### config.mk
export PLATFORM = sky130hd
export DESIGN_NAME = rv_core
export DESIGN_NICKNAME = d
export VERILOG_FILES = /design/src/source/rv_pkg.sv /design/src/source/rv_core.sv /design/src/source/rv_alu.sv /design/src/source/rv_hazard_unit.sv /design/src/source/rv_decoder.sv /design/src/source/rv_regfile.sv /design/src/source/rv_stall_reg.sv
export VERILOG_INCLUDE_DIRS = /design/src /design/src/source
export SDC_FILE = /design/constraint.sdc
export NUM_CORES = 2
export LEC_CHECK = 0
export BUFFER_PORTS_ARGS = -buffer_cell sky130_fd_sc_hd__clkbuf_2
export CAP_MARGIN = 20
export CELL_PAD_IN_SITES_DETAIL_PLACEMENT = 1
export CELL_PAD_IN_SITES_GLOBAL_PLACEMENT = 1
export CORE_MARGIN = 2
export CORE_UTILIZATION = 25
export CTS_CLUSTER_SIZE = 25
export DETAILED_ROUTE_END_ITERATION = 10
export GPL_TIMING_DRIVEN = 1
export PLACE_DENSITY_LB_ADDON = 0.25
export SLEW_MARGIN = 20
export SYNTH_ARGS = -nofsm -noshare
export SYNTH_HDL_FRONTEND = slang
export SYNTH_HIERARCHICAL = 1
export SYNTH_SLANG_ARGS = --single-unit
### constraint.sdc
create_clock -name clk -period 18.7 [get_ports clk]
set_clock_uncertainty 0.05 [all_clocks]
set_input_delay 2.805 -clock clk [delete_from_list [all_inputs] [get_ports clk]]
set_output_delay 2.805 -clock clk [all_outputs]
set_load 0.05 [all_outputs]
### src/source/rv_defines.svh
`ifndef RV_DEFINES_SVH
`define RV_DEFINES_SVH

// Datapath widths
`define RV_XLEN     32
`define RV_REG_AW   5

`define RV_RESET_PC 32'h8000_0000
`define RV_NOP      32'h0000_0013 // addi x0, x0, 0

// Opcodes of the supported subset
`define RV_OP_REG   7'b0110011
`define RV_OP_IMM   7'b0010011
`define RV_OP_LOAD  7'b0000011
`define RV_OP_STORE 7'b0100011
`define RV_OP_LUI   7'b0110111

`endif
### src/source/rv_pkg.sv
`include "rv_defines.svh"

package rv_pkg;

    typedef logic [`RV_XLEN-1:0]   word_t;
    typedef logic [`RV_REG_AW-1:0] reg_addr_t;

    // Encoded as {funct7[5], funct3}
    typedef enum logic [3:0] {
        ALU_ADD  = 4'b0000,
        ALU_SLL  = 4'b0001,
        ALU_SLT  = 4'b0010,
        ALU_SLTU = 4'b0011,
        ALU_XOR  = 4'b0100,
        ALU_SRL  = 4'b0101,
        ALU_OR   = 4'b0110,
        ALU_AND  = 4'b0111,
        ALU_SUB  = 4'b1000,
        ALU_SRA  = 4'b1101
    } alu_op_e;

    // Operand source picked by the forwarding logic
    typedef enum logic [1:0] {
        FWD_NONE   = 2'd0,
        FWD_EX_MEM = 2'd1,
        FWD_MEM_WB = 2'd2,
        FWD_WB     = 2'd3
    } fwd_sel_e;

    typedef struct packed {
        word_t instr;
        word_t pc;
    } if_id_t;

    typedef struct packed {
        word_t     rs1_data;
        word_t     rs2_data;
        word_t     imm;
        reg_addr_t rs1;
        reg_addr_t rs2;
        reg_addr_t rd;
        alu_op_e   alu_op;
        logic      use_imm;
        logic      uses_rs1;
        logic      uses_rs2;
        logic      mem_we;
        logic      mem_re;
        logic      reg_we;
        logic      is_lui;
    } id_ex_t;

    typedef struct packed {
        word_t     result;
        word_t     store_data;
        reg_addr_t rd;
        logic      mem_we;
        logic      mem_re;
        logic      reg_we;
    } ex_mem_t;

    typedef struct packed {
        word_t     result;
        reg_addr_t rd;
        logic      reg_we;
    } mem_wb_t;

endpackage

### src/source/rv_core.sv
`timescale 1ns/1ns
`include "rv_defines.svh"

module rv_core (
    input  logic          clk,
    input  logic          rst_n,
    input  rv_pkg::word_t instr_data_i,
    input  rv_pkg::word_t mem_rdata_i,
    output rv_pkg::word_t instr_addr_o,
    output rv_pkg::word_t mem_addr_o,
    output rv_pkg::word_t mem_wdata_o,
    output logic          mem_we_o,
    output logic          mem_re_o
);

    localparam rv_pkg::if_id_t IF_ID_NOP = '{instr: `RV_NOP, pc: `RV_RESET_PC};
    localparam rv_pkg::id_ex_t ID_EX_NOP = '0; // No enables and an ADD of zeros

    rv_pkg::word_t     pc;
    rv_pkg::if_id_t    if_id_d;
    rv_pkg::if_id_t    if_id_q;
    rv_pkg::id_ex_t    id_ctrl;
    rv_pkg::id_ex_t    id_ex_d;
    rv_pkg::id_ex_t    id_ex_q;
    rv_pkg::ex_mem_t   ex_mem_q;
    rv_pkg::mem_wb_t   mem_wb_q;
    rv_pkg::word_t     wb_result_q;
    rv_pkg::reg_addr_t wb_rd_q;
    logic              wb_we_q;
    rv_pkg::reg_addr_t id_rs1;
    rv_pkg::reg_addr_t id_rs2;
    rv_pkg::word_t     rf_rs1_data;
    rv_pkg::word_t     rf_rs2_data;
    rv_pkg::fwd_sel_e  fwd_a;
    rv_pkg::fwd_sel_e  fwd_b;
    logic              stall;
    rv_pkg::word_t     opnd_a;
    rv_pkg::word_t     opnd_b;
    rv_pkg::word_t     alu_a;
    rv_pkg::word_t     alu_b;
    rv_pkg::word_t     alu_result;

    // Fetch
    always_ff @(posedge clk or negedge rst_n) begin
        if (!rst_n) begin
            pc <= `RV_RESET_PC;
        end else if (!stall) begin
            pc <= pc + 32'd4;
        end
    end

    assign if_id_d = '{instr: instr_data_i, pc: pc};

    rv_stall_reg #(
        .T               (rv_pkg::if_id_t),
        .BUBBLE          (IF_ID_NOP),
        .BUBBLE_ON_STALL (1'b0)
    ) u_if_id (
        .clk     (clk),
        .rst_n   (rst_n),
        .stall_i (stall),
        .d_i     (if_id_d),
        .q_o     (if_id_q)
    );

    // Decode
    rv_decoder u_decoder (
        .instr_i (if_id_q.instr),
        .rs1_o   (id_rs1),
        .rs2_o   (id_rs2),
        .ctrl_o  (id_ctrl)
    );

    rv_regfile u_regfile (
        .clk        (clk),
        .rst_n      (rst_n),
        .rs1_i      (id_rs1),
        .rs2_i      (id_rs2),
        .rs1_data_o (rf_rs1_data),
        .rs2_data_o (rf_rs2_data),
        .rd_i       (mem_wb_q.rd),
        .rd_data_i  (mem_wb_q.result),
        .rd_we_i    (mem_wb_q.reg_we)
    );

    always_comb begin
        id_ex_d          = id_ctrl;
        id_ex_d.rs1_data = rf_rs1_data;
        id_ex_d.rs2_data = rf_rs2_data;
    end

    rv_stall_reg #(
        .T               (rv_pkg::id_ex_t),
        .BUBBLE          (ID_EX_NOP),
        .BUBBLE_ON_STALL (1'b1)
    ) u_id_ex (
        .clk     (clk),
        .rst_n   (rst_n),
        .stall_i (stall),
        .d_i     (id_ex_d),
        .q_o     (id_ex_q)
    );

    rv_hazard_unit u_hazard (
        .id_rs1_i (id_rs1),
        .id_rs2_i (id_rs2),
        .ex_i     (id_ex_q),
        .ex_mem_i (ex_mem_q),
        .mem_wb_i (mem_wb_q),
        .wb_rd_i  (wb_rd_q),
        .wb_we_i  (wb_we_q),
        .fwd_a_o  (fwd_a),
        .fwd_b_o  (fwd_b),
        .stall_o  (stall)
    );

    // Execute
    function automatic rv_pkg::word_t fwd_value(input rv_pkg::fwd_sel_e sel,
                                                input rv_pkg::word_t rf_value);
        case (sel)
            rv_pkg::FWD_EX_MEM: return ex_mem_q.result;
            rv_pkg::FWD_MEM_WB: return mem_wb_q.result;
            rv_pkg::FWD_WB:     return wb_result_q;
            default:            return rf_value;
        endcase
    endfunction

    always_comb begin
        opnd_a = fwd_value(fwd_a, id_ex_q.rs1_data);
        opnd_b = fwd_value(fwd_b, id_ex_q.rs2_data);
    end

    assign alu_a = id_ex_q.is_lui ? '0 : opnd_a; // LUI is 0 + imm
    assign alu_b = id_ex_q.use_imm ? id_ex_q.imm : opnd_b;

    rv_alu u_alu (
        .op_i     (id_ex_q.alu_op),
        .a_i      (alu_a),
        .b_i      (alu_b),
        .result_o (alu_result)
    );

    always_ff @(posedge clk or negedge rst_n) begin
        if (!rst_n) begin
            ex_mem_q <= '0;
        end else begin
            ex_mem_q.result     <= alu_result;
            ex_mem_q.store_data <= opnd_b; // Forwarded rs2
            ex_mem_q.rd         <= id_ex_q.rd;
            ex_mem_q.mem_we     <= id_ex_q.mem_we;
            ex_mem_q.mem_re     <= id_ex_q.mem_re;
            ex_mem_q.reg_we     <= id_ex_q.reg_we;
        end
    end

    // Read data arrives in the same cycle as the address
    assign mem_addr_o  = ex_mem_q.result;
    assign mem_wdata_o = ex_mem_q.store_data;
    assign mem_we_o    = ex_mem_q.mem_we;
    assign mem_re_o    = ex_mem_q.mem_re;

    always_ff @(posedge clk or negedge rst_n) begin
        if (!rst_n) begin
            mem_wb_q <= '0;
        end else begin
            mem_wb_q.result <= ex_mem_q.mem_re ? mem_rdata_i : ex_mem_q.result;
            mem_wb_q.rd     <= ex_mem_q.rd;
            mem_wb_q.reg_we <= ex_mem_q.reg_we;
        end
    end

    // Copy of the last retired write for the operand bypass
    always_ff @(posedge clk or negedge rst_n) begin
        if (!rst_n) begin
            wb_we_q <= 1'b0;
            wb_rd_q <= '0;
        end else begin
            wb_we_q <= mem_wb_q.reg_we;
            wb_rd_q <= mem_wb_q.rd;
        end
    end

    always_ff @(posedge clk) begin
        wb_result_q <= mem_wb_q.result;
    end

    assign instr_addr_o = pc;

    a_mem_rw_excl: assert property (@(posedge clk) disable iff (!rst_n)
        !(mem_we_o && mem_re_o));

endmodule

### src/source/rv_alu.sv
`timescale 1ns/1ns

module rv_alu (
    input  rv_pkg::alu_op_e op_i,
    input  rv_pkg::word_t   a_i,
    input  rv_pkg::word_t   b_i,
    output rv_pkg::word_t   result_o
);

    logic [4:0] shamt;

    assign shamt = b_i[4:0];

    always_comb begin
        case (op_i)
            rv_pkg::ALU_ADD:  result_o = a_i + b_i;
            rv_pkg::ALU_SUB:  result_o = a_i - b_i;
            rv_pkg::ALU_SLL:  result_o = a_i << shamt;
            rv_pkg::ALU_SLT:  result_o = {31'b0, $signed(a_i) < $signed(b_i)};
            rv_pkg::ALU_SLTU: result_o = {31'b0, a_i < b_i};
            rv_pkg::ALU_XOR:  result_o = a_i ^ b_i;
            rv_pkg::ALU_SRL:  result_o = a_i >> shamt;
            rv_pkg::ALU_SRA:  result_o = $unsigned($signed(a_i) >>> shamt);
            rv_pkg::ALU_OR:   result_o = a_i | b_i;
            rv_pkg::ALU_AND:  result_o = a_i & b_i;
            default:          result_o = '0;
        endcase
    end

endmodule

### src/source/rv_hazard_unit.sv
`timescale 1ns/1ns

module rv_hazard_unit (
    input  rv_pkg::reg_addr_t id_rs1_i,
    input  rv_pkg::reg_addr_t id_rs2_i,
    input  rv_pkg::id_ex_t    ex_i,
    input  rv_pkg::ex_mem_t   ex_mem_i,
    input  rv_pkg::mem_wb_t   mem_wb_i,
    input  rv_pkg::reg_addr_t wb_rd_i,
    input  logic              wb_we_i,
    output rv_pkg::fwd_sel_e  fwd_a_o,
    output rv_pkg::fwd_sel_e  fwd_b_o,
    output logic              stall_o
);

    // Nearest older writer wins
    function automatic rv_pkg::fwd_sel_e fwd_sel(input rv_pkg::reg_addr_t rs,
                                                 input logic used);
        rv_pkg::fwd_sel_e sel;
        sel = rv_pkg::FWD_NONE;
        if (used && rs != '0) begin
            // Load data is not back yet while the load sits in EX/MEM
            if (ex_mem_i.reg_we && !ex_mem_i.mem_re && ex_mem_i.rd == rs) begin
                sel = rv_pkg::FWD_EX_MEM;
            end else if (mem_wb_i.reg_we && mem_wb_i.rd == rs) begin
                sel = rv_pkg::FWD_MEM_WB;
            end else if (wb_we_i && wb_rd_i == rs) begin
                sel = rv_pkg::FWD_WB; // Written last edge, missed by the ID read
            end
        end
        return sel;
    endfunction

    always_comb begin
        fwd_a_o = fwd_sel(ex_i.rs1, ex_i.uses_rs1);
        fwd_b_o = fwd_sel(ex_i.rs2, ex_i.uses_rs2);
    end

    // Load in EX feeding the instruction right behind it
    assign stall_o = ex_i.mem_re && ex_i.rd != '0 &&
                     (ex_i.rd == id_rs1_i || ex_i.rd == id_rs2_i);

endmodule

### src/source/rv_decoder.sv
`timescale 1ns/1ns
`include "rv_defines.svh"

module rv_decoder (
    input  rv_pkg::word_t     instr_i,
    output rv_pkg::reg_addr_t rs1_o,
    output rv_pkg::reg_addr_t rs2_o,
    output rv_pkg::id_ex_t    ctrl_o
);

    logic [6:0]    opcode;
    logic [2:0]    funct3;
    logic          alt_reg;
    logic          alt_imm;
    rv_pkg::word_t imm_i;
    rv_pkg::word_t imm_s;
    rv_pkg::word_t imm_u;

    assign opcode = instr_i[6:0];
    assign funct3 = instr_i[14:12];
    assign rs1_o  = instr_i[19:15];
    assign rs2_o  = instr_i[24:20];

    // SUB and SRA only; SRAI is the sole immediate form with the alternate bit
    assign alt_reg = instr_i[30] && (funct3 == 3'b000 || funct3 == 3'b101);
    assign alt_imm = instr_i[30] && (funct3 == 3'b101);

    assign imm_i = {{20{instr_i[31]}}, instr_i[31:20]};
    assign imm_s = {{20{instr_i[31]}}, instr_i[31:25], instr_i[11:7]};
    assign imm_u = {instr_i[31:12], 12'b0};

    always_comb begin
        ctrl_o    = '0; // Unknown opcodes fall through as a NOP
        ctrl_o.rd = instr_i[11:7];
        case (opcode)
            `RV_OP_REG: begin
                ctrl_o.alu_op   = rv_pkg::alu_op_e'({alt_reg, funct3});
                ctrl_o.rs1      = rs1_o;
                ctrl_o.rs2      = rs2_o;
                ctrl_o.uses_rs1 = 1'b1;
                ctrl_o.uses_rs2 = 1'b1;
                ctrl_o.reg_we   = 1'b1;
            end
            `RV_OP_IMM: begin
                ctrl_o.alu_op   = rv_pkg::alu_op_e'({alt_imm, funct3});
                ctrl_o.imm      = imm_i;
                ctrl_o.rs1      = rs1_o;
                ctrl_o.use_imm  = 1'b1;
                ctrl_o.uses_rs1 = 1'b1;
                ctrl_o.reg_we   = 1'b1;
            end
            `RV_OP_LOAD: begin
                ctrl_o.alu_op   = rv_pkg::ALU_ADD; // Address calculation
                ctrl_o.imm      = imm_i;
                ctrl_o.rs1      = rs1_o;
                ctrl_o.use_imm  = 1'b1;
                ctrl_o.uses_rs1 = 1'b1;
                ctrl_o.mem_re   = 1'b1;
                ctrl_o.reg_we   = 1'b1;
            end
            `RV_OP_STORE: begin
                ctrl_o.alu_op   = rv_pkg::ALU_ADD;
                ctrl_o.imm      = imm_s;
                ctrl_o.rs1      = rs1_o;
                ctrl_o.rs2      = rs2_o; // Store data, not an ALU operand
                ctrl_o.use_imm  = 1'b1;
                ctrl_o.uses_rs1 = 1'b1;
                ctrl_o.uses_rs2 = 1'b1;
                ctrl_o.mem_we   = 1'b1;
                ctrl_o.rd       = '0;
            end
            `RV_OP_LUI: begin
                ctrl_o.alu_op  = rv_pkg::ALU_ADD;
                ctrl_o.imm     = imm_u;
                ctrl_o.use_imm = 1'b1;
                ctrl_o.is_lui  = 1'b1;
                ctrl_o.reg_we  = 1'b1;
            end
            default: begin
                ctrl_o.rd = '0;
            end
        endcase
    end

endmodule

### src/source/rv_regfile.sv
`timescale 1ns/1ns

module rv_regfile (
    input  logic              clk,
    input  logic              rst_n,
    input  rv_pkg::reg_addr_t rs1_i,
    input  rv_pkg::reg_addr_t rs2_i,
    output rv_pkg::word_t     rs1_data_o,
    output rv_pkg::word_t     rs2_data_o,
    input  rv_pkg::reg_addr_t rd_i,
    input  rv_pkg::word_t     rd_data_i,
    input  logic              rd_we_i
);

    rv_pkg::word_t regs [32];

    always_ff @(posedge clk or negedge rst_n) begin
        if (!rst_n) begin
            for (int i = 0; i < 32; i++) begin
                regs[i] <= '0;
            end
        end else if (rd_we_i && rd_i != '0) begin // x0 stays zero
            regs[rd_i] <= rd_data_i;
        end
    end

    assign rs1_data_o = (rs1_i == '0) ? '0 : regs[rs1_i];
    assign rs2_data_o = (rs2_i == '0) ? '0 : regs[rs2_i];

endmodule

### src/source/rv_stall_reg.sv
`timescale 1ns/1ns

module rv_stall_reg #(
    parameter type T               = rv_pkg::word_t,
    parameter T    BUBBLE          = T'(0),
    parameter bit  BUBBLE_ON_STALL = 1'b0 // 0 holds on stall, 1 inserts the bubble
) (
    input  logic clk,
    input  logic rst_n,
    input  logic stall_i,
    input  T     d_i,
    output T     q_o
);

    always_ff @(posedge clk or negedge rst_n) begin
        if (!rst_n) begin
            q_o <= BUBBLE;
        end else if (stall_i) begin
            if (BUBBLE_ON_STALL) begin
                q_o <= BUBBLE;
            end
        end else begin
            q_o <= d_i;
        end
    end

    // A load-use stall always drains in one cycle
    a_single_stall: assert property (@(posedge clk) disable iff (!rst_n)
        stall_i |=> !stall_i);

endmodule

==> reports/summary.md <==
Power and ir drop
- register share of total power: 42.1%
- PwrDens: 87.39 nW/um^2
- Combinational Power Share: 15.5%
- maximum ir drop on the vdd rail: 0.05448 mV
- Net Sw Power: 2379 uW
- Lkg Pwr: 0.03862 uW
- portion of total power attributed to the clock network: 42.4%
- switching share of power: 31.14%
- Cell Int Power: 5261 uW

Finish
- number of fill cells in the layout: 33.26k
- fraction of final layout cells sized beyond drive strength 1: 40.95%
- signed area change from the synthesized netlist to the final layout: 12.75%
- NumNets Final: 6008

Clock network
- post-CTS setup-driven buffer insertion count: 0
- Clock Root Buffer: sky130_fd_sc_hd__clkbuf_16
- number of gates given a new drive strength after cts: 0
- Max clock buf depth: 4
- CTS tree: yes
- number of buffers created by CTS: 164
- CTS H-tree depth: 4
- clock latency on the worst-skew pair: 0.86 ns
- sinks on the clock net: 1356
- Hold Buf Count CTS: 0
- clock transition time at the flip-flop clock pins of the worst setup and hold paths: 0.07 ns

Placed design
- final RePlAce weighted congestion: 0.9462
- DP HPWL: 202.0 mm
- pre-CTS setup slack: 11.45 ns
- number of buffers added on ports: 161

Timing
- Slew @ Worst Pin: 1.121 ns
- hold violation count in the final report: 0
- RSZ-0062 raised after global routing: no
- achievable frequency: 135.0 MHz
- Final Max Tran Viols: 0
- Max-slew headroom: 25.27%
- Min Clock Period, post-route: 7.409 ns
- Worst Setup Slack, final: 11.29 ns
- count of final setup violators: 0
- final total negative setup slack: 0 ns
- final worst path period share: 39.62%
- Hold Slack: 0.2989 ns

Floorplan
- Vert. Die Dim: 560.9 um
- starting utilization of the core area: 25.10%
- Placeable Area: 308800 um^2
- I/O Pins: 164
- floorplan die area: 314600 um^2
- cell row count: 204
- DIE WIDTH: 560.9 um

Worst hold path
- Worst Hold Launch: u_id_ex/q_o[3]
- cell depth of the worst min-delay path: 0
- worst hold path class: flop to flop

Yosys
- synthesized netlist cell count: 5989
- number of synthesis warnings: 6
- combined area of all synthesized cells: 77530 um^2
- syn_area_per_cell: 12.95 um^2

Job
- total of max-cap violations: 0

GRT
- grt ovf: 0
- global-route wire length before repair: 454.3 mm
- largest net degree at the start of global routing: 173
- via count of the first global-routing pass: 57.42k
- global routing usage summed across all routing layers: 20.00%
- initial antenna violation count: 24

Critical path
- critical register-to-register path startpoint: u_id_ex/q_o[18]
- kind of capture point of the worst setup path: flop
- data arrival time at the worst-slack endpoint: 8.08 ns
- R2R Setup Slk: 11.29 ns
- required arrival time at the worst endpoint: 19.37 ns
- number of cells traversed by the worst register-to-register path: 19
- startpoint of the worst setup timing path: u_id_ex/q_o[18]
- maximum fanout encountered on the critical timing path: 52
- worst setup path category: flop to flop
- critical path startpoint category: flop

Detailed routing
- 1st-iter DRT viols: 4571
- first drt pass iteration count: 6
- per-cell via count in the routed design: 5.364
- count of unresolved DRC violations after routing: 0
- average detailed-routed wire length per instance: 31.73 um
- total number of vias: 54.19k
- Routed WL: 320.5 mm
- remaining antenna violation count after routing: 0

Status
- status: finished, final reports clean

==> final timing paths <==
| kind | to |
|---|---|
| max reg2reg | mem_addr_o[25] |
| min reg2reg | mem_we_o |
| max | mem_addr_o[25] |
| min | mem_we_o |
| max in group asynchronous | u_regfile/regs[572] |
| min in group asynchronous | u_regfile/regs[931] |
==> placed cells by master, fill, tap and decap left out, types with 31 or more instances in the layout <==
cell type                      n
sky130_fd_sc_hd__nor3_1       32
sky130_fd_sc_hd__clkbuf_2    160
sky130_fd_sc_hd__a211oi_1     89
sky130_fd_sc_hd__clkbuf_8     35
sky130_fd_sc_hd__o21ai_0     221
sky130_fd_sc_hd__xor2_1       32
sky130_fd_sc_hd__mux2_2     1148
sky130_fd_sc_hd__a221oi_1     55
sky130_fd_sc_hd__nand2_1     170
sky130_fd_sc_hd__nand3_1      44
sky130_fd_sc_hd__dfrtp_1    1296
sky130_fd_sc_hd__mux2i_1     184
sky130_fd_sc_hd__a311oi_1     65
sky130_fd_sc_hd__xnor2_1      47
sky130_fd_sc_hd__clkbuf_1     32
sky130_fd_sc_hd__inv_1        93
sky130_fd_sc_hd__dfxtp_1      32
sky130_fd_sc_hd__nor2_1      178
sky130_fd_sc_hd__a22oi_1      78
sky130_fd_sc_hd__mux4_2      528
sky130_fd_sc_hd__ha_1         98
sky130_fd_sc_hd__mux2_4       31
sky130_fd_sc_hd__a21oi_1     174
sky130_fd_sc_hd__buf_4       181
sky130_fd_sc_hd__clkbuf_16   166
sky130_fd_sc_hd__nor2b_1     237
==> registers in the layout, summed over array words and instances, names as in the netlist <==
register	cells
ex_mem_q	6
instr_addr_o	30
mem_addr_o	32
mem_re_o	1
mem_wb_q	38
mem_wdata_o	32
mem_we_o	1
u_id_ex/q_o	122
u_if_id/q_o	32
u_regfile/regs	1024
wb_rd_q	5
wb_result_q	32
wb_we_q	1
==> layer usage <==
layer / track usage (%) / up-vias / wire length (um)
li1: - / 22200 / -
met1: 27.53 / 29800 / 143000
met2: 32.44 / 1707 / 150500
met3: 2.372 / 478 / 15790
met4: 6.889 / 0 / 11210
met5: 0 / - / 0
==> stage by stage <==
| step | total power [uW] | instances | cell area (um^2) | util, % |
|---|---|---|---|---|
| finish | 7640 | 10100 | 87420 | 28.31 |
| global route | 7912 | 10080 | 87370 | 28.29 |
| CTS | 7717 | 10080 | 87300 | 28.27 |
| detailed placement | 4436 | 9794 | 81990 | 26.55 |
| global placement | 4423 | 9793 | 81970 | 26.54 |
| floorplan | 3898 | 5990 | 77540 | - |
==> worst max-delay path: stages (launching register included) <==
cell and delay [ns]:
sky130_fd_sc_hd__dfrtp_1 0.43, sky130_fd_sc_hd__xnor2_1 0.20, sky130_fd_sc_hd__nand4_1 0.14, sky130_fd_sc_hd__nor3_1 0.43, sky130_fd_sc_hd__a21oi_1 0.15, sky130_fd_sc_hd__nor2_4 0.11, sky130_fd_sc_hd__buf_4 0.55, sky130_fd_sc_hd__mux4_2 0.62
sky130_fd_sc_hd__mux2_4 0.54, sky130_fd_sc_hd__inv_2 0.32, sky130_fd_sc_hd__ha_1 0.33, sky130_fd_sc_hd__a211oi_1 0.53, sky130_fd_sc_hd__o21ai_0 0.31, sky130_fd_sc_hd__a2111oi_1 0.94, sky130_fd_sc_hd__o21ai_0 0.33, sky130_fd_sc_hd__a21oi_1 0.40
sky130_fd_sc_hd__o21ai_0 0.18, sky130_fd_sc_hd__a211oi_1 0.36, sky130_fd_sc_hd__o32ai_1 0.13, sky130_fd_sc_hd__o2bb2ai_1 0.16
==> power groups by stage <==
| stage | registers, uW | logic, uW | clock network [uW] |
|---|---|---|---|
| floorplan | 3140 | 754 | 0 |
| global route | 3220 | 1250 | 3440 |
| detailed placement | 3260 | 1170 | 0 |
| CTS | 3210 | 1170 | 3330 |
| global placement | 3260 | 1160 | 0 |
| finish | 3210 | 1190 | 3240 |
==> area by class of cell <==
type | count | area [um^2] | share of cell area (%)
flip-flops and latches | 1356 | 33820 | 38.69
clock buffers | 233 | 4756 | 5.440
repair buffers | 352 | 2377 | 2.719
multi-input cells | 3867 | 40310 | 46.11
diodes | 23 | 57.56 | 0.06584
clock inverters | 50 | 551.8 | 0.6312
inverters | 101 | 386.6 | 0.4423
well taps | 4120 | 5155 | 5.897
(Power assumes the default switching activity.)
